$ cat src/hdl/ctrlPkg.sv
package ctrlPkg;

  //////////////////////////////
  // Field and width types
  //////////////////////////////
  typedef logic [31:0] instrT;       // Raw instruction word
  typedef logic [4:0]  regAdrT;      // Register file address
  typedef logic [6:0]  opcodeT;      // Major opcode, instr[6:0]
  typedef logic [2:0]  funct3T;      // Funct3 field, also the ALU select
  typedef logic [6:0]  funct7T;      // Funct7 field, instr[31:25]
  typedef logic [2:0]  immSrcT;      // Immediate format select
  typedef logic [2:0]  resultSrcT;   // Writeback source select
  typedef logic [1:0]  memRwT;       // Bit 1 read, bit 0 write
  typedef logic [1:0]  fwdSelT;      // Forwarding mux select
  typedef logic [1:0]  flagsT;       // {eq, lt} from the comparator

  //////////////////////////////
  // Opcodes
  //////////////////////////////
  localparam opcodeT opLoad    = 7'b0000011;  // lb/lh/lw/lbu/lhu
  localparam opcodeT opMiscMem = 7'b0001111;  // fence
  localparam opcodeT opOpImm   = 7'b0010011;  // I-type ALU
  localparam opcodeT opAuipc   = 7'b0010111;
  localparam opcodeT opStore   = 7'b0100011;  // sb/sh/sw
  localparam opcodeT opOp      = 7'b0110011;  // R-type ALU and M extension
  localparam opcodeT opLui     = 7'b0110111;
  localparam opcodeT opBranch  = 7'b1100011;
  localparam opcodeT opJalr    = 7'b1100111;
  localparam opcodeT opJal     = 7'b1101111;

  //////////////////////////////
  // Select encodings
  //////////////////////////////
  localparam immSrcT immI = 3'd0;  // I-type, also loads and jalr
  localparam immSrcT immS = 3'd1;  // Stores
  localparam immSrcT immB = 3'd2;  // Branches
  localparam immSrcT immJ = 3'd3;  // jal
  localparam immSrcT immU = 3'd4;  // lui, auipc

  localparam resultSrcT resAlu = 3'd0;  // ALU or address result
  localparam resultSrcT resMem = 3'd1;  // Load data
  localparam resultSrcT resMdu = 3'd3;  // Multiply/divide unit

  localparam fwdSelT fwdNone = 2'b00;  // Register file value
  localparam fwdSelT fwdWb   = 2'b01;  // Writeback result
  localparam fwdSelT fwdMem  = 2'b10;  // Memory-stage ALU result

  //////////////////////////////
  // Main decoder control word
  //////////////////////////////
  // MSB to LSB:
  //   regWrite, immSrc[2:0], aluSrcA, aluSrcB, memRw[1:0], resultSrc[2:0],
  //   branch, aluOp, jump, aluResultSrc, mdu, illegal
  localparam int ctrlWidth = 17;
  typedef logic [ctrlWidth-1:0] ctrlWordT;

  localparam ctrlWordT ctrlIllegal = ctrlWordT'(1);  // Only the illegal bit set

endpackage

$ cat src/hdl/instrDecoder.sv
module instrDecoder #(
  parameter bit mSupported = 1'b1               // M extension legal
) (
  input  ctrlPkg::instrT     instrD,            // Instruction in Decode
  output ctrlPkg::regAdrT    rs1D, rs2D, rdD,   // Register fields
  output ctrlPkg::funct3T    funct3D,
  output ctrlPkg::funct7T    funct7D,
  output ctrlPkg::immSrcT    immSrcD,           // Immediate format
  output logic               aluSrcAD,          // 1 selects PC for operand A
  output logic               aluSrcBD,          // 1 selects immediate for operand B
  output logic               aluResultSrcD,     // 1 passes immediate straight through
  output logic               regWriteD,         // Writes rd
  output ctrlPkg::memRwT     memRwD,            // Memory read/write request
  output ctrlPkg::resultSrcT resultSrcD,        // Writeback source
  output logic               branchD, jumpD,
  output ctrlPkg::funct3T    aluSelectD,        // ALU operation
  output logic               subArithD,         // Inverted operand B or arithmetic shift
  output logic               mduD,              // Multiply/divide op
  output logic               illegalBaseInstrD  // Not a legal RV32I(M) encoding
);
  import ctrlPkg::*;

  opcodeT   opD;
  ctrlWordT ctrlD;          // Decoded control word
  logic     aluOpD;         // ALU op comes from funct3
  logic     funct7ZeroD;    // funct7 all zero
  logic     funct7b5D;      // funct7 = 0100000, sub/sra
  logic     iShiftD, iNoShiftD;
  logic     iFunctD, rFunctD, mFunctD;
  logic     lFunctD, sFunctD, bFunctD;
  logic     jrFunctD, fenceFunctD;
  logic     subD, sraD, sltD, sltuD;

  //////////////////////////////
  // Field extraction
  //////////////////////////////
  assign opD     = instrD[6:0];
  assign rdD     = instrD[11:7];
  assign funct3D = instrD[14:12];
  assign rs1D    = instrD[19:15];
  assign rs2D    = instrD[24:20];
  assign funct7D = instrD[31:25];

  //////////////////////////////
  // Legality checks
  //////////////////////////////
  assign funct7ZeroD = (funct7D == 7'b0000000);
  assign funct7b5D   = (funct7D == 7'b0100000);

  // Shift immediates carry funct7 in the upper bits of the immediate
  assign iShiftD   = ((funct3D == 3'b001) & funct7ZeroD) |
                     ((funct3D == 3'b101) & (funct7ZeroD | funct7b5D));  // slli, srli, srai
  assign iNoShiftD = (funct3D != 3'b001) & (funct3D != 3'b101);          // Any other I-type ALU
  assign iFunctD   = iShiftD | iNoShiftD;

  assign rFunctD = (((funct3D == 3'b000) | (funct3D == 3'b101)) & funct7b5D) |
                   funct7ZeroD;                                          // add..and, sub, sra
  assign mFunctD = (funct7D == 7'b0000001) & mSupported;                 // mul..remu

  assign lFunctD = (funct3D == 3'b000) | (funct3D == 3'b001) | (funct3D == 3'b010) |
                   (funct3D == 3'b100) | (funct3D == 3'b101);            // lb lh lw lbu lhu
  assign sFunctD = (funct3D == 3'b000) | (funct3D == 3'b001) |
                   (funct3D == 3'b010);                                  // sb sh sw
  assign bFunctD     = (funct3D[2:1] != 2'b01);                          // No 010 or 011 branch
  assign jrFunctD    = (funct3D == 3'b000);
  assign fenceFunctD = (funct3D == 3'b000);                              // fence only, no fence.i

  //////////////////////////////
  // Main decoder
  //////////////////////////////
  always_comb begin
    ctrlD = ctrlIllegal;                                                 // Fails a check below
    case (opD)
      opLoad:
        if (lFunctD) ctrlD = {1'b1, immI, 2'b01, 2'b10, resMem, 6'b0_0_0_0_0_0};
      opMiscMem:
        if (fenceFunctD) ctrlD = '0;                                     // Legal no-op
      opOpImm:
        if (iFunctD) ctrlD = {1'b1, immI, 2'b01, 2'b00, resAlu, 6'b0_1_0_0_0_0};
      opAuipc:
        ctrlD = {1'b1, immU, 2'b11, 2'b00, resAlu, 6'b0_0_0_0_0_0};      // PC + upper imm
      opStore:
        if (sFunctD) ctrlD = {1'b0, immS, 2'b01, 2'b01, resAlu, 6'b0_0_0_0_0_0};
      opOp:
        if (rFunctD) ctrlD = {1'b1, immI, 2'b00, 2'b00, resAlu, 6'b0_1_0_0_0_0};
        else if (mFunctD) ctrlD = {1'b1, immI, 2'b00, 2'b00, resMdu, 6'b0_0_0_0_1_0};
      opLui:
        ctrlD = {1'b1, immU, 2'b01, 2'b00, resAlu, 6'b0_0_0_1_0_0};      // Immediate bypasses ALU
      opBranch:
        if (bFunctD) ctrlD = {1'b0, immB, 2'b11, 2'b00, resAlu, 6'b1_0_0_0_0_0};
      opJalr:
        if (jrFunctD) ctrlD = {1'b1, immI, 2'b01, 2'b00, resAlu, 6'b0_0_1_1_0_0};
      opJal:
        ctrlD = {1'b1, immJ, 2'b11, 2'b00, resAlu, 6'b0_0_1_1_0_0};
      default:
        ctrlD = ctrlIllegal;                                             // Unknown opcode
    endcase
  end

  assign {regWriteD, immSrcD, aluSrcAD, aluSrcBD, memRwD, resultSrcD,
          branchD, aluOpD, jumpD, aluResultSrcD, mduD, illegalBaseInstrD} = ctrlD;

  //////////////////////////////
  // ALU operation
  //////////////////////////////
  assign subD  = (funct3D == 3'b000) & funct7D[5] & opD[5];  // opD[5] tells sub from addi
  assign sraD  = (funct3D == 3'b101) & funct7D[5];
  assign sltD  = (funct3D == 3'b010);
  assign sltuD = (funct3D == 3'b011);

  assign subArithD  = aluOpD & (subD | sraD | sltD | sltuD);
  assign aluSelectD = aluOpD ? funct3D : 3'b000;             // Add for address generation

endmodule

$ cat src/hdl/controlPipe.sv
module controlPipe (
  input  logic               clk,
  input  logic               rstN,
  input  logic               stallD, flushD,
  input  logic               stallE, flushE,
  input  logic               stallM, flushM,
  input  logic               stallW, flushW,
  // Decode-stage controls
  input  ctrlPkg::regAdrT    rs1D, rs2D, rdD,
  input  ctrlPkg::funct3T    funct3D,
  input  logic               aluSrcAD, aluSrcBD, aluResultSrcD,
  input  logic               regWriteD,
  input  ctrlPkg::memRwT     memRwD,
  input  ctrlPkg::resultSrcT resultSrcD,
  input  logic               branchD, jumpD,
  input  ctrlPkg::funct3T    aluSelectD,
  input  logic               subArithD, mduD,
  input  ctrlPkg::flagsT     flagsE,            // {eq, lt} from the comparator
  // Pipelined controls
  output logic               instrValidD, instrValidE, instrValidM,
  output ctrlPkg::regAdrT    rs1E, rs2E, rdE, rdM, rdW,
  output logic               aluSrcAE, aluSrcBE, aluResultSrcE,
  output ctrlPkg::funct3T    aluSelectE, funct3E, funct3M,
  output logic               subArithE, jumpE,
  output logic               branchSignedE,     // Signed compare for this branch
  output logic               pcSrcE,            // Redirect fetch
  output logic               intDivE,           // Divide or remainder
  output logic               mduActiveE,        // Mul/div occupies Execute
  output ctrlPkg::memRwT     memRwE, memRwM,
  output logic               regWriteM, regWriteW,
  output ctrlPkg::resultSrcT resultSrcW
);
  import ctrlPkg::*;

  localparam int eWidth = 3 * $bits(regAdrT) + 2 * $bits(funct3T) + $bits(memRwT) +
                          $bits(resultSrcT) + 9;
  localparam int mWidth = $bits(regAdrT) + $bits(funct3T) + $bits(memRwT) +
                          $bits(resultSrcT) + 2;
  localparam int wWidth = $bits(regAdrT) + $bits(resultSrcT) + 1;

  logic [eWidth-1:0] eNext, eReg;  // Execute register in/out
  logic [mWidth-1:0] mNext, mReg;  // Memory register in/out
  logic [wWidth-1:0] wNext, wReg;  // Writeback register in/out
  logic              regWriteE, branchE, mduE;
  resultSrcT         resultSrcE, resultSrcM;
  logic              eqE, ltE;
  logic              branchFlagE;  // eq or lt, picked by funct3
  logic              branchTakenE;

  //////////////////////////////
  // Decode valid
  //////////////////////////////
  always_ff @(posedge clk or negedge rstN) begin
    if (!rstN) instrValidD <= 1'b0;
    else if (flushD) instrValidD <= 1'b0;  // Bubble into Decode
    else if (!stallD) instrValidD <= 1'b1;
  end

  //////////////////////////////
  // Execute register
  //////////////////////////////
  assign eNext = {instrValidD, rs1D, rs2D, rdD, regWriteD, resultSrcD, memRwD, jumpD, branchD,
                  aluSrcAD, aluSrcBD, aluResultSrcD, aluSelectD, funct3D, subArithD, mduD};

  always_ff @(posedge clk or negedge rstN) begin
    if (!rstN) eReg <= '0;
    else if (flushE) eReg <= '0;     // Flush beats stall
    else if (!stallE) eReg <= eNext;
  end

  assign {instrValidE, rs1E, rs2E, rdE, regWriteE, resultSrcE, memRwE, jumpE, branchE,
          aluSrcAE, aluSrcBE, aluResultSrcE, aluSelectE, funct3E, subArithE, mduE} = eReg;

  // Branch resolution
  assign {eqE, ltE}    = flagsE;
  assign branchFlagE   = funct3E[2] ? ltE : eqE;         // blt/bge/bltu/bgeu use lt
  assign branchTakenE  = branchFlagE ^ funct3E[0];       // bne, bge, bgeu invert
  assign pcSrcE        = jumpE | (branchE & branchTakenE);
  assign branchSignedE = branchE & (funct3E[2:1] != 2'b11);  // Not bltu/bgeu

  assign mduActiveE = (resultSrcE == resMdu);
  assign intDivE    = mduE & funct3E[2];                 // div, divu, rem, remu

  //////////////////////////////
  // Memory register
  //////////////////////////////
  assign mNext = {instrValidE, regWriteE, resultSrcE, memRwE, funct3E, rdE};

  always_ff @(posedge clk or negedge rstN) begin
    if (!rstN) mReg <= '0;
    else if (flushM) mReg <= '0;
    else if (!stallM) mReg <= mNext;
  end

  assign {instrValidM, regWriteM, resultSrcM, memRwM, funct3M, rdM} = mReg;

  //////////////////////////////
  // Writeback register
  //////////////////////////////
  assign wNext = {regWriteM, resultSrcM, rdM};

  always_ff @(posedge clk or negedge rstN) begin
    if (!rstN) wReg <= '0;
    else if (flushW) wReg <= '0;
    else if (!stallW) wReg <= wNext;
  end

  assign {regWriteW, resultSrcW, rdW} = wReg;

endmodule

$ cat src/hdl/hazardUnit.sv
module hazardUnit (
  input  ctrlPkg::regAdrT rs1D, rs2D,           // Decode sources
  input  ctrlPkg::regAdrT rs1E, rs2E, rdE,      // Execute sources and destination
  input  ctrlPkg::regAdrT rdM, rdW,
  input  ctrlPkg::memRwT  memRwD, memRwE,
  input  logic            mduActiveE,           // Mul/div in Execute
  input  logic            regWriteM, regWriteW,
  output ctrlPkg::fwdSelT forwardAE, forwardBE, // Operand bypass selects
  output logic            loadStallD,           // Load-use hazard
  output logic            storeStallD,          // Load right behind a store
  output logic            structuralStallD      // Any Decode stall
);
  import ctrlPkg::*;

  logic matchDE;     // Decode source needs the Execute result
  logic mduStallD;   // Mul/div result not ready for bypass

  // Memory result wins over Writeback, x0 is never bypassed
  function automatic fwdSelT fwdSel(input regAdrT rsE, input regAdrT rdMem, input logic wrMem,
                                    input regAdrT rdWb, input logic wrWb);
    fwdSelT sel;
    sel = fwdNone;
    if (rsE != '0) begin
      if ((rsE == rdMem) && wrMem) sel = fwdMem;
      else if ((rsE == rdWb) && wrWb) sel = fwdWb;
    end
    return sel;
  endfunction

  //////////////////////////////
  // Forwarding
  //////////////////////////////
  assign forwardAE = fwdSel(rs1E, rdM, regWriteM, rdW, regWriteW);
  assign forwardBE = fwdSel(rs2E, rdM, regWriteM, rdW, regWriteW);

  //////////////////////////////
  // Decode stalls
  //////////////////////////////
  assign matchDE = ((rs1D == rdE) | (rs2D == rdE)) & (rdE != '0);

  assign loadStallD  = memRwE[1] & matchDE;       // Load data only ready in Memory
  assign mduStallD   = mduActiveE & matchDE;      // Multi-cycle result
  assign storeStallD = memRwD[1] & memRwE[0];     // Read in Decode after write in Execute

  assign structuralStallD = loadStallD | storeStallD | mduStallD;

endmodule

$ cat src/hdl/controller.sv
module controller #(
  parameter bit mSupported = 1'b1                // M extension legal
) (
  input  logic               clk,
  input  logic               rstN,
  input  logic               stallD, flushD,
  input  logic               stallE, flushE,
  input  logic               stallM, flushM,
  input  logic               stallW, flushW,
  input  ctrlPkg::instrT     instrD,             // Instruction in Decode
  input  ctrlPkg::flagsT     flagsE,             // {eq, lt}
  // Decode stage
  output ctrlPkg::immSrcT    immSrcD,
  output logic               illegalBaseInstrD,
  output logic               jumpD, branchD,
  output ctrlPkg::regAdrT    rs1D, rs2D,
  output logic               loadStallD, storeStallD, structuralStallD,
  output logic               instrValidD,
  // Execute stage
  output logic               instrValidE,
  output ctrlPkg::regAdrT    rs2E, rdE,
  output logic               aluSrcAE, aluSrcBE, aluResultSrcE,
  output ctrlPkg::funct3T    aluSelectE, funct3E,
  output logic               subArithE, jumpE, branchSignedE, pcSrcE,
  output logic               intDivE, mduActiveE,
  output ctrlPkg::memRwT     memRwE,
  output ctrlPkg::fwdSelT    forwardAE, forwardBE,
  // Memory stage
  output logic               instrValidM,
  output ctrlPkg::regAdrT    rdM,
  output ctrlPkg::funct3T    funct3M,
  output ctrlPkg::memRwT     memRwM,
  // Writeback stage
  output logic               regWriteW,
  output ctrlPkg::resultSrcT resultSrcW,
  output ctrlPkg::regAdrT    rdW
);
  import ctrlPkg::*;

  regAdrT    rdD, rs1E;
  funct3T    funct3D, aluSelectD;
  logic      aluSrcAD, aluSrcBD, aluResultSrcD;
  logic      regWriteD, regWriteM;
  memRwT     memRwD;
  resultSrcT resultSrcD;
  logic      subArithD, mduD;

  //////////////////////////////
  // Decode
  //////////////////////////////
  instrDecoder #(.mSupported(mSupported)) decoder (
    .instrD, .rs1D, .rs2D, .rdD, .funct3D,
    .funct7D(),                                   // Consumed by the legality checks only
    .immSrcD, .aluSrcAD, .aluSrcBD, .aluResultSrcD, .regWriteD, .memRwD, .resultSrcD,
    .branchD, .jumpD, .aluSelectD, .subArithD, .mduD, .illegalBaseInstrD
  );

  //////////////////////////////
  // Pipeline registers
  //////////////////////////////
  controlPipe pipe (
    .clk, .rstN, .stallD, .flushD, .stallE, .flushE, .stallM, .flushM, .stallW, .flushW,
    .rs1D, .rs2D, .rdD, .funct3D, .aluSrcAD, .aluSrcBD, .aluResultSrcD, .regWriteD,
    .memRwD, .resultSrcD, .branchD, .jumpD, .aluSelectD, .subArithD, .mduD, .flagsE,
    .instrValidD, .instrValidE, .instrValidM, .rs1E, .rs2E, .rdE, .rdM, .rdW,
    .aluSrcAE, .aluSrcBE, .aluResultSrcE, .aluSelectE, .funct3E, .funct3M,
    .subArithE, .jumpE, .branchSignedE, .pcSrcE, .intDivE, .mduActiveE,
    .memRwE, .memRwM, .regWriteM, .regWriteW, .resultSrcW
  );

  //////////////////////////////
  // Hazards
  //////////////////////////////
  hazardUnit hazard (
    .rs1D, .rs2D, .rs1E, .rs2E, .rdE, .rdM, .rdW, .memRwD, .memRwE,
    .mduActiveE, .regWriteM, .regWriteW,
    .forwardAE, .forwardBE, .loadStallD, .storeStallD, .structuralStallD
  );

endmodule

$ cat config.mk
export PLATFORM = sky130hd
export DESIGN_NAME = controller
export DESIGN_NICKNAME = d
export VERILOG_FILES = /design/src/hdl/ctrlPkg.sv /design/src/hdl/instrDecoder.sv /design/src/hdl/controlPipe.sv /design/src/hdl/hazardUnit.sv /design/src/hdl/controller.sv
export SDC_FILE = /design/constraint.sdc
export NUM_CORES = 1
export LEC_CHECK = 0
export ABC_AREA = 1
export BUFFER_PORTS_ARGS = -buffer_cell sky130_fd_sc_hd__buf_4
export CORE_ASPECT_RATIO = 1.4
export CORE_MARGIN = 2
export CORE_UTILIZATION = 45
export CTS_CLUSTER_SIZE = 28
export DETAILED_ROUTE_END_ITERATION = 16
export PLACE_DENSITY = 0.82
export SLEW_MARGIN = 40
export SYNTH_ARGS = -nofsm -noshare
export SYNTH_HDL_FRONTEND = slang
export SYNTH_SLANG_ARGS = --single-unit
export TNS_END_PERCENT = 10
$ cat constraint.sdc
create_clock -name clk -period 1.36 [get_ports clk]
set_clock_uncertainty 0.05 [all_clocks]
set_input_delay 0.272 -clock clk [delete_from_list [all_inputs] [get_ports clk]]
set_output_delay 0.272 -clock clk [all_outputs]
set_load 0.01 [all_outputs]
; Word-level counts from Yosys, hierarchy flattened
; Index checks and enable logic that the tools add are counted.
[op_classes]
eq_ne = 32
muxes = 25
bitwise = 32
reduce_logical = 9
[op_table]
columns = op, count
row1 = 17-bit one-hot mux with 10 select lines, 1
row2 = 17-bit two-way mux, 5
row3 = 35-bit two-way mux, 2
row4 = 15-bit two-way mux, 3
row5 = 5-bit == test, 6
row6 = "7-bit by 6-bit == test with 1-bit output, second input constant", 4
row7 = "7-bit == test, second input constant", 3
row8 = 9-bit two-way mux, 2
row9 = 1-bit OR, 16
row10 = 1-bit AND, 15
row11 = 5-bit nonzero test, 3
row12 = "7-bit by 5-bit == test with 1-bit output, second input constant", 2
row13 = 14-bit two-way mux, 1
row14 = "2-bit by 1-bit != test with 1-bit output, second input constant", 5
row15 = "3-bit by 2-bit == test with 1-bit output, second input constant", 3
row16 = 2-bit two-way mux, 4
row17 = "7-bit by 1-bit == test with 1-bit output, second input constant", 1
row18 = "7-bit by 2-bit == test with 1-bit output, second input constant", 1
row19 = "7-bit by 4-bit == test with 1-bit output, second input constant", 1
row20 = 7-bit zero test, 1
row21 = "3-bit == test, second input constant", 2
row22 = 1-bit two-way mux, 6
row23 = 1-bit logical AND, 4
row24 = "3-bit by 1-bit == test with 1-bit output, second input constant", 1
row25 = 6 further kinds, 6
[word_totals]
ff_bits = 60
inputBits = 44
output_inout_bits = 72
word_cells = 102

; Logic depth before layout (Yosys ltp)
; Gate-level depths: netlist (run 1).
[depth]
word_depth = 10
depth_mapped = 10
mapped_depth_nobuf = 10

; Hierarchy
; Synthesis (run 1) repeated with hierarchy kept, for this count alone.
[hier_totals]
cells_unflattened = 550
hier_area_um2 = 4073.9
[by_module_without_submodules]
columns = module, n_inst, cells_per_inst, area_per_inst_um2, seq_area_each_um2
row1 = controlPipe, 1, 286, 2735.1, 1501.4
row2 = instrDecoder, 1, 143, 784.5, 0.0
row3 = hazardUnit, 1, 121, 554.3, 0.0

; Least setup slack after synthesis (run 1)
; Ideal clock, no wire load.
[synth_timing]
path_type = input-to-output
from = input port instrD[1]
to = output port structuralStallD
arrival_time_ns = 1.074
t_required_ns = 1.038
setup_slack_ns = -0.036
cell_stages = 8
n_path_buf = 0
cell_sequence = nand2_1 > inv_1 > nand2_2 > inv_2 > nand3_1 > nor2_1 > inv_1 > nand2_1
[synth_between]
elab_chain_cells = 5
word_cells_on_any_way = 14
cone_classes = eq/ne (10) / mux (1) / bitwise (3)
[synth_lines]
columns = element, line
row1 = from (decl), controller.sv:10  ; input ctrlPkg::instrT instrD,
row2 = "7-bit == test, or another cell as far along", instrDecoder.sv:73  ; case (opD)
row3 = 17-bit one-hot mux with 10 select lines (*), instrDecoder.sv:73
row4 = 1-bit AND (*), hazardUnit.sv:43  ; assign storeStallD = memRwD[1] & memRwE[0];
row5 = via storeStallD, controller.sv:17  ; output logic loadStallD, storeStallD, structuralStallD,
row6 = 1-bit OR (*) (2 in series), hazardUnit.sv:45  ; assign structuralStallD = loadStallD | storeStallD | mduStallD;
row7 = to (decl), controller.sv:17
; Mark *: on every way through the listed nets, which the timed path passes. The rest lies on a longest branch.

; Final worst setup path (run 1)
[layout_timing]
from = register pipe.eReg[23]
to = output port loadStallD
[layout_between]
elab_chain_cells = 4
word_cells_on_any_way = 6
cone_classes = eq/ne (2) / bitwise (3) / reduce/logical (1)
[layout_lines]
columns = element, line
row1 = from (decl), controlPipe.sv:41  ; logic [eWidth-1:0] eNext, eReg;
row2 = from (signal assigned), controlPipe.sv:68  ; else if (!stallE) eReg <= eNext;
row3 = 5-bit == test, hazardUnit.sv:39  ; assign matchDE = ((rs1D == rdE) | (rs2D == rdE)) & (rdE != '0);
row4 = 1-bit OR, hazardUnit.sv:39
row5 = 1-bit AND (*), hazardUnit.sv:39
row6 = 1-bit AND (*), hazardUnit.sv:41  ; assign loadStallD = memRwE[1] & matchDE;
row7 = to (decl), controller.sv:17
; Mark *: on every way between the ends. The rest lies on a longest branch, timed or not.

==> metrics, run 1 <==
result of the run finished, violations left; failing checks negative setup slack; Synth area leaders sky130_fd_sc_hd__dfrtp_1, sky130_fd_sc_hd__nand2_1, sky130_fd_sc_hd__buf_4; top cell type's share of synthesized area 41.48%; most used standard cells in the synthesized netlist sky130_fd_sc_hd__nand2_1, sky130_fd_sc_hd__inv_1, sky130_fd_sc_hd__dfrtp_1, sky130_fd_sc_hd__buf_4, sky130_fd_sc_hd__nand3_1; portion of netlist area occupied by mux cells less than 1%; ratio of cells with drive above 1 in the final layout 45.87%; post-synthesis to final-layout area growth 52.96%; final standard cell count with taps included and fillers excluded roughly 700; Starting Density ~46%; height of the chip 106.5 um; vias post-DR 3695; floorplan die area between 8000 and 9000 um^2; power density of the placed cells 694.9 nW/um^2; GR Overflow Total 0; max-slew violation total from the final report 0; number of detailed-routing iterations run before antenna repair 6; post-synthesis share of cell area spent on xor and xnor gates under 10%; Post-Route WL roughly 11 mm; root buf cell sky130_fd_sc_hd__clkbuf_8; share of synthesized cell area in and, or, nand and nor gates around 25%; DR vias/cell approximately 5.2; fin crit period around 1900 ps; warning count from the yosys run 0; cell area after layout between 5000 and 6000 um^2; share of the synthesized area in compound gates (AO/OA/AOI/OAI) 12.26%; maximum ir drop on the vdd rail ~490 uV; ANT cells 0; post-DR wirelength/cell between 15 and 20 um; number of nets in the layout between 600 and 700; dominant cell by count in the synthesized netlist sky130_fd_sc_hd__nand2_1; horizontal die dimension 77.23 um; count of buffers inserted at the top-level ports ~110; cell type with the highest aggregate area in the netlist sky130_fd_sc_hd__dfrtp_1; average cell area after synthesis around 7.6 um^2; post-detailed-route DRC marker count 0; crit end category output port; antenna-violating nets left 0; post-synth net total 490; number of setup violations in the final report 20; Fin. Hold Viols 0; CTS tree built; global placer's final weighted congestion 0.9288; Adder-Cell Fraction of Synth Area 0%; post-route setup TNS -4316 ps; required time at the endpoint of the critical path approximately 1000 ps; Pwr Total 3591 uW; Final period util 138.4%; final worst setup slack -522.7 ps; Synth async-reset ratio 100.0%; post-synthesis instance area ~3400 um^2; total number of H-tree levels 2; clock network latency to the later pin of the worst-skew pair roughly 310 ps; Distinct cells, synth 33; clk buf depth 2; number of antenna violations at the first check in global routing 0; Starting DRT DRC Count approximately 220; peak fanout along the critical path 3; total clock buffers created by CTS 5; worst hold-check path type input pin to flop; IO Pins 116; HPWL Detailed 8.500 mm; post-CTS clock slew at the launch and capture registers of the worst setup and hold paths 90 ps; wire length of the first global-routing pass 17.53 mm; Arr. time, crit path 1560 ps; number of cell rows 37; number of maximum-capacitance violations 0; fmax about 530 MHz; maximum number of pins on one net before global-route repair 27; number of global-route vias before repair ~3800; Clock Sink Count 56; top flip-flop cell by instance count after synthesis sky130_fd_sc_hd__dfrtp_1; instance count of the mapped netlist around 450; startpoint-to-endpoint class of the critical path flop to output port; setup repair after global routing missed its margin yes; area after detailed placement 4706 um^2; Floorplan Core Area between 7000 and 8000 um^2; type of element launching the critical path flop; flops & latches, synth 56; number of placed instances, taps included around 700; leakage power between 0.002 and 0.003 uW; total track usage about 27%; portion of the post-synthesis area used by sequential elements around 41%; dominant combinational cell family by area after synthesis simple AND/OR/NAND/NOR gates; Post-synth EDFFs 0
[path summary, 6_finish.rpt]
check / startpoint / end / slack [ps] / depth (start not counted)
worst max-delay path: pipe.eReg[23] / loadStallD / -520 / 7
worst min-delay path: flushD / pipe.instrValidD / 50 / 2
worst max register to register: pipe.eReg[26] / pipe.eReg[26] / 280 / 4
worst min register to register: pipe.eReg[10] / pipe.eReg[10] / 440 / 2
max in group asynchronous: rstN / pipe.mReg[6] / 410 / 3
min in group asynchronous: rstN / pipe.wReg[1] / 360 / 2
[through the flow]
stage          hold WS (ps)  utilization, %  setup WS [ps]
2_1_floorplan        -73.59               -         -19.58
3_3_place_gp          155.2           64.33         -238.4
3_5_place_dp          160.8           64.33         -266.0
4_1_cts               42.39           68.46         -499.6
5_1_grt               38.72           70.65         -616.9
6_report              50.79           70.65         -522.7
[layout make-up]
type	count	area, um^2
Fill cell	577	2147
Clock buffer	8	90.09
Multi-Input combinational cell	277	1564
Inverter	67	254.0
Tap cell	97	121.4
Timing Repair Buffer	209	1724
Sequential cell	56	1414
[layout by cell type (no fill, tap or decap), types with 10 or more instances in the layout]
cell / n
sky130_fd_sc_hd__nand3_1: 34
sky130_fd_sc_hd__inv_2: 17
sky130_fd_sc_hd__nor2_1: 23
sky130_fd_sc_hd__o21ai_0: 23
sky130_fd_sc_hd__buf_6: 34
sky130_fd_sc_hd__inv_1: 48
sky130_fd_sc_hd__dfrtp_1: 46
sky130_fd_sc_hd__o22ai_1: 16
sky130_fd_sc_hd__buf_4: 172
sky130_fd_sc_hd__o21ai_1: 14
sky130_fd_sc_hd__dfrtp_2: 10
sky130_fd_sc_hd__nand2_1: 88
[routing by layer]
| layer | vias up | track usage (%) | wire (um) | share of wire [%] |
|---|---|---|---|---|
| met2 | 170 | 53.23 | 6405 | 58 |
| met4 | 0 | 12.63 | 401 | 3.6 |
| met1 | 1752 | 26.56 | 3719 | 34 |
| met5 | - | 0 | 0 | 0 |
| met3 | 38 | 4.160 | 541 | 4.9 |
| li1 | 1735 | - | - | - |
[power by group]
| part | internal (uW) | total [uW] | switching, uW |
|---|---|---|---|
| clock | 417 | 933 | 516 |
| combinational | 442 | 880 | 438 |
| sequential | 1720 | 1780 | 63.4 |
| total | 2570 | 3590 | 1020 |
[worst max-delay path, cell delays in order (launching register included)]
cell,delay [ps]
sky130_fd_sc_hd__dfrtp_1,450
sky130_fd_sc_hd__xor2_1,170
sky130_fd_sc_hd__nor2_1,120
sky130_fd_sc_hd__nand4_1,100
sky130_fd_sc_hd__nand2_1,120
sky130_fd_sc_hd__nand2_1,60
sky130_fd_sc_hd__nor2_1,90
sky130_fd_sc_hd__buf_4,130
[flip-flops by register name, summed over array words and instances, names as in the netlist]
name              count
pipe.eReg            33
pipe.wReg             8
pipe.instrValidD      1
pipe.mReg            14
[cells by family (layout without fill, tap and decap cells)]
group	Yosys count	count (layout)
xor gates and xnor gates	15	15
and+or+nand+nor	188	188
AOI/OAI and AO/OA	72	72
muxes	1	1
other	1	1
buffers and inverters	113	284
DFF	56	56
[timing repair]
item	4_1_cts	5_1_grt
pin swaps	9	4
setup endpoints to repair	24	30
hold buffers	1	0
cloned	0	0
endpoints found under the hold margin	24	0
resized for setup	52	41
buffers inserted	4	4
Note: power is estimated with default switching activity, not from simulation.
==> inputs of run 2 (changes only) <==
Settings changed: CORE_ASPECT_RATIO 1.4 to 1.1, PLACE_DENSITY 0.82 to 0.85.
Clock period 1.36 ns to 1.6 ns, I/O delays scaled along.
==> metrics, run 2 (synthesis gave the netlist of run 1 again) <==
Clock Sink Count 56 (unchanged); post-CTS clock slew at the launch and capture registers of the worst setup and hold paths 90 ps (about the same); Starting DRT DRC Count 156 (was 222); share of total power consumed by net switching 27.64% (was 28.34%); worst hold-check path type input pin to flop (unchanged); post-synthesis to final-layout area growth 32.85% (was 52.96%); total track usage 24.16% (was 26.86%); leakage power 0.002361 uW (was 0.002695 uW); GR Overflow Total 0 (unchanged); horizontal die dimension 86.61 um (was 77.23 um); ratio of cells with drive above 1 in the final layout 37.57% (was 45.87%); maximum ir drop on the vdd rail 404.5 uV (was 493.6 uV); final worst setup slack -296.0 ps (was -522.7 ps); commonest cells after routing, fill and taps aside sky130_fd_sc_hd__buf_4, sky130_fd_sc_hd__nand2_1, sky130_fd_sc_hd__inv_1, sky130_fd_sc_hd__dfrtp_1, sky130_fd_sc_hd__nand3_1 (was sky130_fd_sc_hd__buf_4, sky130_fd_sc_hd__nand2_1, sky130_fd_sc_hd__inv_1, sky130_fd_sc_hd__dfrtp_1); number of maximum-capacitance violations 0 (unchanged); final hold slack 109.1 ps (was 50.79 ps); CTS tree built (unchanged); maximum number of pins on one net before global-route repair 26 (was 27); number of nets in the layout 602 (was 660); post-DR wirelength/cell 14.85 um (was 15.50 um); Starting Density 45.97% (was 46.19%); area of the multi-input gates 1469 um^2 (was 1564 um^2); r2r startpoint pipe.eReg[22] (was pipe.eReg[26]); crit end category output port (unchanged); register with the most flip-flops pipe.eReg (unchanged); Post-Route WL 9.595 mm (was 11.07 mm); peak fanout along the critical path 5 (was 3); Fill cells 664 (was 577); clk buf depth 2 (unchanged); clock network latency to the later pin of the worst-skew pair 300 ps (was 310 ps); ANT cells 0 (unchanged); crit path from pipe.mReg[3] (was pipe.eReg[23]); failing checks negative setup slack (unchanged); max-slew violation total from the final report 0 (unchanged); Arr. time, crit path 1530 ps (was 1560 ps); post-detailed-route DRC marker count 0 (unchanged); IO Pins 116 (unchanged); fin crit period 1896 ps; result of the run finished, violations left (unchanged); Floorplan Core Area 7350 um^2 (was 7315 um^2); Final period util 118.5%; fmax 527.4 MHz; total number of H-tree levels 2 (unchanged); number of antenna violations at the first check in global routing 0 (unchanged); number of detailed-routing iterations run before antenna repair 5 (was 6); most common cell after layout, fill and taps aside sky130_fd_sc_hd__buf_4 (unchanged); height of the chip 94.87 um (was 106.5 um); Clk pwr share 27.2% (was 26.0%); required time at the endpoint of the critical path 1230 ps (was 1040 ps); internal portion of total power 2076 uW (was 2573 uW); area after detailed placement 4258 um^2 (was 4706 um^2); startpoint-to-endpoint class of the critical path flop to output port (unchanged); Net Sw Power 793.1 uW (was 1018 uW); part of the total power dissipated in sequential elements 52.6% (was 49.5%); DR vias/cell 5.195 (was 5.175); type of element launching the critical path flop (unchanged); cell area after layout 4488 um^2 (was 5167 um^2); global placer's final weighted congestion 0.9516 (was 0.9288); number of setup violations in the final report 8 (was 20); Reg area 1413 um^2 (was 1414 um^2); combinational group share of total power 20.2% (was 24.5%); antenna-violating nets left 0 (unchanged); setup repair after global routing missed its margin yes (unchanged); root buf cell sky130_fd_sc_hd__clkbuf_8 (unchanged); Fin. Hold Viols 0 (unchanged); HPWL Detailed 7.714 mm (was 8.500 mm); registers with the most flip-flops pipe.eReg x33, pipe.mReg x14, pipe.wReg x8 (unchanged); start point of the worst min-delay path flushD (unchanged); count of buffers inserted at the top-level ports 114 (unchanged); wire length of the first global-routing pass 15.61 mm (was 17.53 mm); vias post-DR 3356 (was 3695); floorplan die area 8217 um^2 (was 8226 um^2); number of flip-flops in the largest register 33 (unchanged); number of cell rows 33 (was 37); power density of the placed cells 639.3 nW/um^2 (was 694.9 nW/um^2); total clock buffers created by CTS 5 (unchanged); number of global-route vias before repair 3350 (was 3811)
run 2: cell types whose count changed in the layout (fill, tap and decap cells not counted), moves of 2 or more:
cell,previous run,this run
sky130_fd_sc_hd__inv_2,17,12
sky130_fd_sc_hd__nor2_4,6,4
sky130_fd_sc_hd__inv_1,48,54
sky130_fd_sc_hd__buf_6,34,1
sky130_fd_sc_hd__buf_4,172,148
sky130_fd_sc_hd__nand2_2,5,7
sky130_fd_sc_hd__nand3_4,3,0
sky130_fd_sc_hd__nand3_1,34,36
sky130_fd_sc_hd__nand2_4,3,0
run 2: critical path: stages, from the launching register on:
cell and delay (ps):
sky130_fd_sc_hd__dfrtp_2 460, sky130_fd_sc_hd__inv_1 90, sky130_fd_sc_hd__nand2_1 60, sky130_fd_sc_hd__a221oi_2 220, sky130_fd_sc_hd__nand3_1 130, sky130_fd_sc_hd__nor2_1 120, sky130_fd_sc_hd__buf_4 140
run 2: metal layers:
| layer | global-route usage (%) | up-vias | share of wire (%) |
|---|---|---|---|
| li1 | - | 1628 | - |
| met1 | 26.82 | 1561 | 37 |
| met2 | 46.03 | 142 | 54 |
| met3 | 4.196 | 25 | 6.3 |
| met4 | 8.073 | 0 | 2.9 |
| met5 | 0 | - | 0 |
run 2: final cells by class:
type / instances / share of cell area [%]
Inverter: 67 / 5.604
Clock inverter: 1 / 0.1673
Timing Repair Buffer: 151 / 25.68
Sequential cell: 56 / 31.47
Tap cell: 87 / 2.425
Multi-Input combinational cell: 277 / 32.73
Clock buffer: 7 / 1.924
run 2: power by group through the flow:
stage	clock network, uW	registers (uW)	logic (uW)
floorplan	0	1520	292
global placement	0	1530	529
detailed placement	0	1530	545
CTS	805	1510	568
global route	871	1510	639
finish	782	1510	579
run 2: repair_timing:
| item | 4_1_cts | 5_1_grt |
|---|---|---|
| pin swaps | 2 | 3 |
| hold endpoints to repair | 19 | 0 |
| gates resized for setup | 21 | 13 |
| hold buffers | 1 | 0 |
| endpoints found under the setup margin | 11 | 15 |
| buffers inserted | 4 | 2 |
run 2: final timing paths:
path	to	slack, ps	cells past startpoint
setup / recovery	forwardAE[1]	-300	6
hold / removal	pipe.instrValidD	110	2
setup reg to reg	pipe.mReg[3]	630	3
hold reg to reg	pipe.eReg[8]	440	2
max in group asynchronous	pipe.eReg[25]	600	3
min in group asynchronous	pipe.mReg[9]	390	2
run 2: stage by stage:
stage	cells	util, %	total power (uW)	setup slack [ps]	TNS [ps]
floorplan	446	-	1816	108.1	0
global placement	631	57.93	2063	-75.88	-148.0
detailed placement	631	57.93	2079	-106.7	-247.4
CTS	644	60.40	2880	-296.3	-1606
global route	646	61.07	3025	-391.5	-2524
finish	646	61.07	2869	-296.0	-1642
==> inputs of run 3 (changes only) <==
Settings changed: BUFFER_PORTS_ARGS -buffer_cell sky130_fd_sc_hd__buf_4 to unset, DONT_BUFFER_PORTS set to 1, PLACE_DENSITY 0.85 to 0.71.
==> metrics, run 3 (synthesis gave the netlist of run 1 again) <==
GR Overflow Total 0 (unchanged); number of flip-flops in the largest register 33 (unchanged); final hold slack -364.9 ps (was 109.1 ps); ratio of cells with drive above 1 in the final layout 17.95% (was 37.57%); worst hold-check path type input pin to async pin (was input pin to flop); global placer's final weighted congestion 0.9748 (was 0.9516); wire length of the first global-routing pass 13.78 mm (was 15.61 mm); Arr. time, crit path 1490 ps (was 1530 ps); final worst setup slack -262.0 ps (was -296.0 ps); number of placed instances, taps included 516 (was 631); Fin. Hold Viols 56 (was 0); failing checks negative hold slack, negative setup slack (was negative setup slack); root buf cell sky130_fd_sc_hd__clkbuf_8 (unchanged); vias post-DR 2867 (was 3356); final standard cell count with taps included and fillers excluded 527 (was 646); Starting DRT DRC Count 173 (was 156); floorplan die area 8217 um^2 (unchanged); number of global-route vias before repair 2821 (was 3350); internal portion of total power 2063 uW (was 2076 uW); fmax 537.1 MHz (was 527.4 MHz); peak fanout along the critical path 5 (unchanged); hold_buf cts 1 (unchanged); height of the chip 94.87 um (unchanged); Floorplan Core Area 7350 um^2 (unchanged); post-route setup TNS -1344 ps (was -1642 ps); total number of H-tree levels 2 (unchanged); startpoint-to-endpoint class of the critical path flop to output port (unchanged); DR vias/cell 5.440 (was 5.195); number of setup violations in the final report 7 (was 8); result of the run finished, violations left (unchanged); Clk pwr share 34.2% (was 27.2%); Net Sw Power 749.7 uW (was 793.1 uW); maximum ir drop on the vdd rail 376.3 uV (was 404.5 uV); r2r startpoint pipe.eReg[20] (was pipe.eReg[22]); type of element launching the critical path flop (unchanged); count of buffers inserted at the top-level ports 0 (was 114); post-synthesis to final-layout area growth 5.593% (was 32.85%); most common cell after layout, fill and taps aside sky130_fd_sc_hd__nand2_1 (was sky130_fd_sc_hd__buf_4); part of the total power dissipated in sequential elements 53.8% (was 52.6%); commonest cells after routing, fill and taps aside sky130_fd_sc_hd__nand2_1, sky130_fd_sc_hd__inv_1, sky130_fd_sc_hd__dfrtp_1, sky130_fd_sc_hd__nand3_1, sky130_fd_sc_hd__buf_4 (was sky130_fd_sc_hd__buf_4, sky130_fd_sc_hd__nand2_1, sky130_fd_sc_hd__inv_1, sky130_fd_sc_hd__dfrtp_1, sky130_fd_sc_hd__nand3_1); total track usage 21.49% (was 24.16%); total clock buffers created by CTS 5 (unchanged); post-DR wirelength/cell 16.24 um (was 14.85 um); clk buf depth 2 (unchanged); power density of the placed cells 788.6 nW/um^2 (was 639.3 nW/um^2); max-slew violation total from the final report 0 (unchanged); fin crit period 1862 ps (was 1896 ps); number of detailed-routing iterations run before antenna repair 4 (was 5); registers with the most flip-flops pipe.eReg x33, pipe.mReg x14, pipe.wReg x8 (unchanged); required time at the endpoint of the critical path 1230 ps (about the same); clock network latency to the later pin of the worst-skew pair 310 ps (was 300 ps); post-detailed-route DRC marker count 0 (unchanged); Clock Sink Count 56 (unchanged); number of maximum-capacitance violations 0 (unchanged); share of total power consumed by net switching 26.65% (was 27.64%); horizontal die dimension 86.61 um (unchanged); post-CTS clock slew at the launch and capture registers of the worst setup and hold paths 110 ps (was 90 ps); Final period util 116.4% (was 118.5%); number of antenna violations at the first check in global routing 0 (unchanged); Starting Density 45.97% (unchanged); setup repair after global routing missed its margin yes (unchanged); antenna-violating nets left 0 (unchanged); Post-Route WL 8.556 mm (was 9.595 mm); IO Pins 116 (unchanged); HPWL Detailed 6.716 mm (was 7.714 mm); number of cell rows 33 (unchanged); number of nets in the layout 483 (was 602); register with the most flip-flops pipe.eReg (unchanged); FF-to-FF setup slack 620 ps (was 630 ps); ANT cells 0 (unchanged); CTS tree built (unchanged); crit end category output port (unchanged); capture point of the worst reg-to-reg path pipe.mReg[1] (was pipe.mReg[3]); leakage power 0.001766 uW (was 0.002361 uW); combinational group share of total power 12.1% (was 20.2%); Fill cells 740 (was 664); Worst Reg2Reg Path Length in Cells 3 (unchanged); maximum number of pins on one net before global-route repair 57 (was 26)
[run 3: changes by cell type in the layout (fill, tap and decap cells not counted), sizes merged]
| cell | previous run | this run |
|---|---|---|
| buf | 150 | 31 |
| bufinv | 0 | 1 |
| clkbuf | 7 | 5 |
| inv | 66 | 67 |
[run 3: cell type report]
cell class | instances | area (um^2) | area share, %
Tap cell | 87 | 108.9 | 3.052
Multi-Input combinational cell | 277 | 1444 | 40.48
Timing Repair Buffer | 32 | 242.7 | 6.805
Sequential cell | 56 | 1405 | 39.39
Clock inverter | 3 | 46.29 | 1.298
Clock buffer | 5 | 68.82 | 1.929
Inverter | 67 | 251.5 | 7.050
[run 3: power by group through the flow]
stage          sequential (uW)  combinational, uW  clock (uW)
2_1_floorplan             1520                292           0
3_3_place_gp              1540                317           0
3_5_place_dp              1540                321           0
5_1_grt                   1520                381        1040
4_1_cts                   1510                336         984
6_report                  1510                340         961
[run 3: critical path: stages, from the launching register on]
cell                       delay, ps
sky130_fd_sc_hd__dfrtp_1         450
sky130_fd_sc_hd__xor2_1          160
sky130_fd_sc_hd__nor2_1           90
sky130_fd_sc_hd__nand4_1         100
sky130_fd_sc_hd__nand2_2         100
sky130_fd_sc_hd__o211ai_1        140
sky130_fd_sc_hd__nand2_1         150
[run 3: repair_timing]
action,4_1_cts,5_1_grt
gates resized for setup,13,5
setup buffers,2,0
pin swaps,1,4
setup endpoints to repair,7,8
hold endpoints to repair,57,56
[run 3: how the worst max path moves through the flow]
stage / slack, ps / to / depth (start not counted) / start
after floorplan: 110 / structuralStallD / 8 / instrD[1]
after global routing: -390 / structuralStallD / 6 / pipe.eReg[21]
after CTS: -250 / structuralStallD / 6 / pipe.eReg[22]
final: -260 / structuralStallD / 6 / pipe.eReg[19]
after global placement: 40 / forwardBE[1] / 5 / pipe.eReg[27]
after detailed placement: 30 / forwardBE[1] / 5 / pipe.eReg[27]
[run 3: metal layers]
metal	routed length (um)	share of wire (%)	track usage, %	vias up
met5	0	0	0	-
met4	245	2.9	8.464	0
met3	592	6.9	5.682	16
met2	4349	51	37.44	97
met1	3369	39	25.10	1360
li1	-	-	-	1394
[run 3: stage by stage]
step / power [uW] / util (%) / instance area (um^2) / hold WS, ps / worst slack (ps)
after CTS: 2832 / 48.37 / 3555 / -373.3 / -254.1
after detailed placement: 1860 / 46.02 / 3382 / -23.58 / 27.28
after floorplan: 1816 / - / 3378 / -25.59 / 108.1
after global routing: 2941 / 48.54 / 3567 / -384.9 / -394.6
after global placement: 1854 / 46.02 / 3382 / -23.23 / 44.05
final: 2813 / 48.54 / 3567 / -364.9 / -262.0
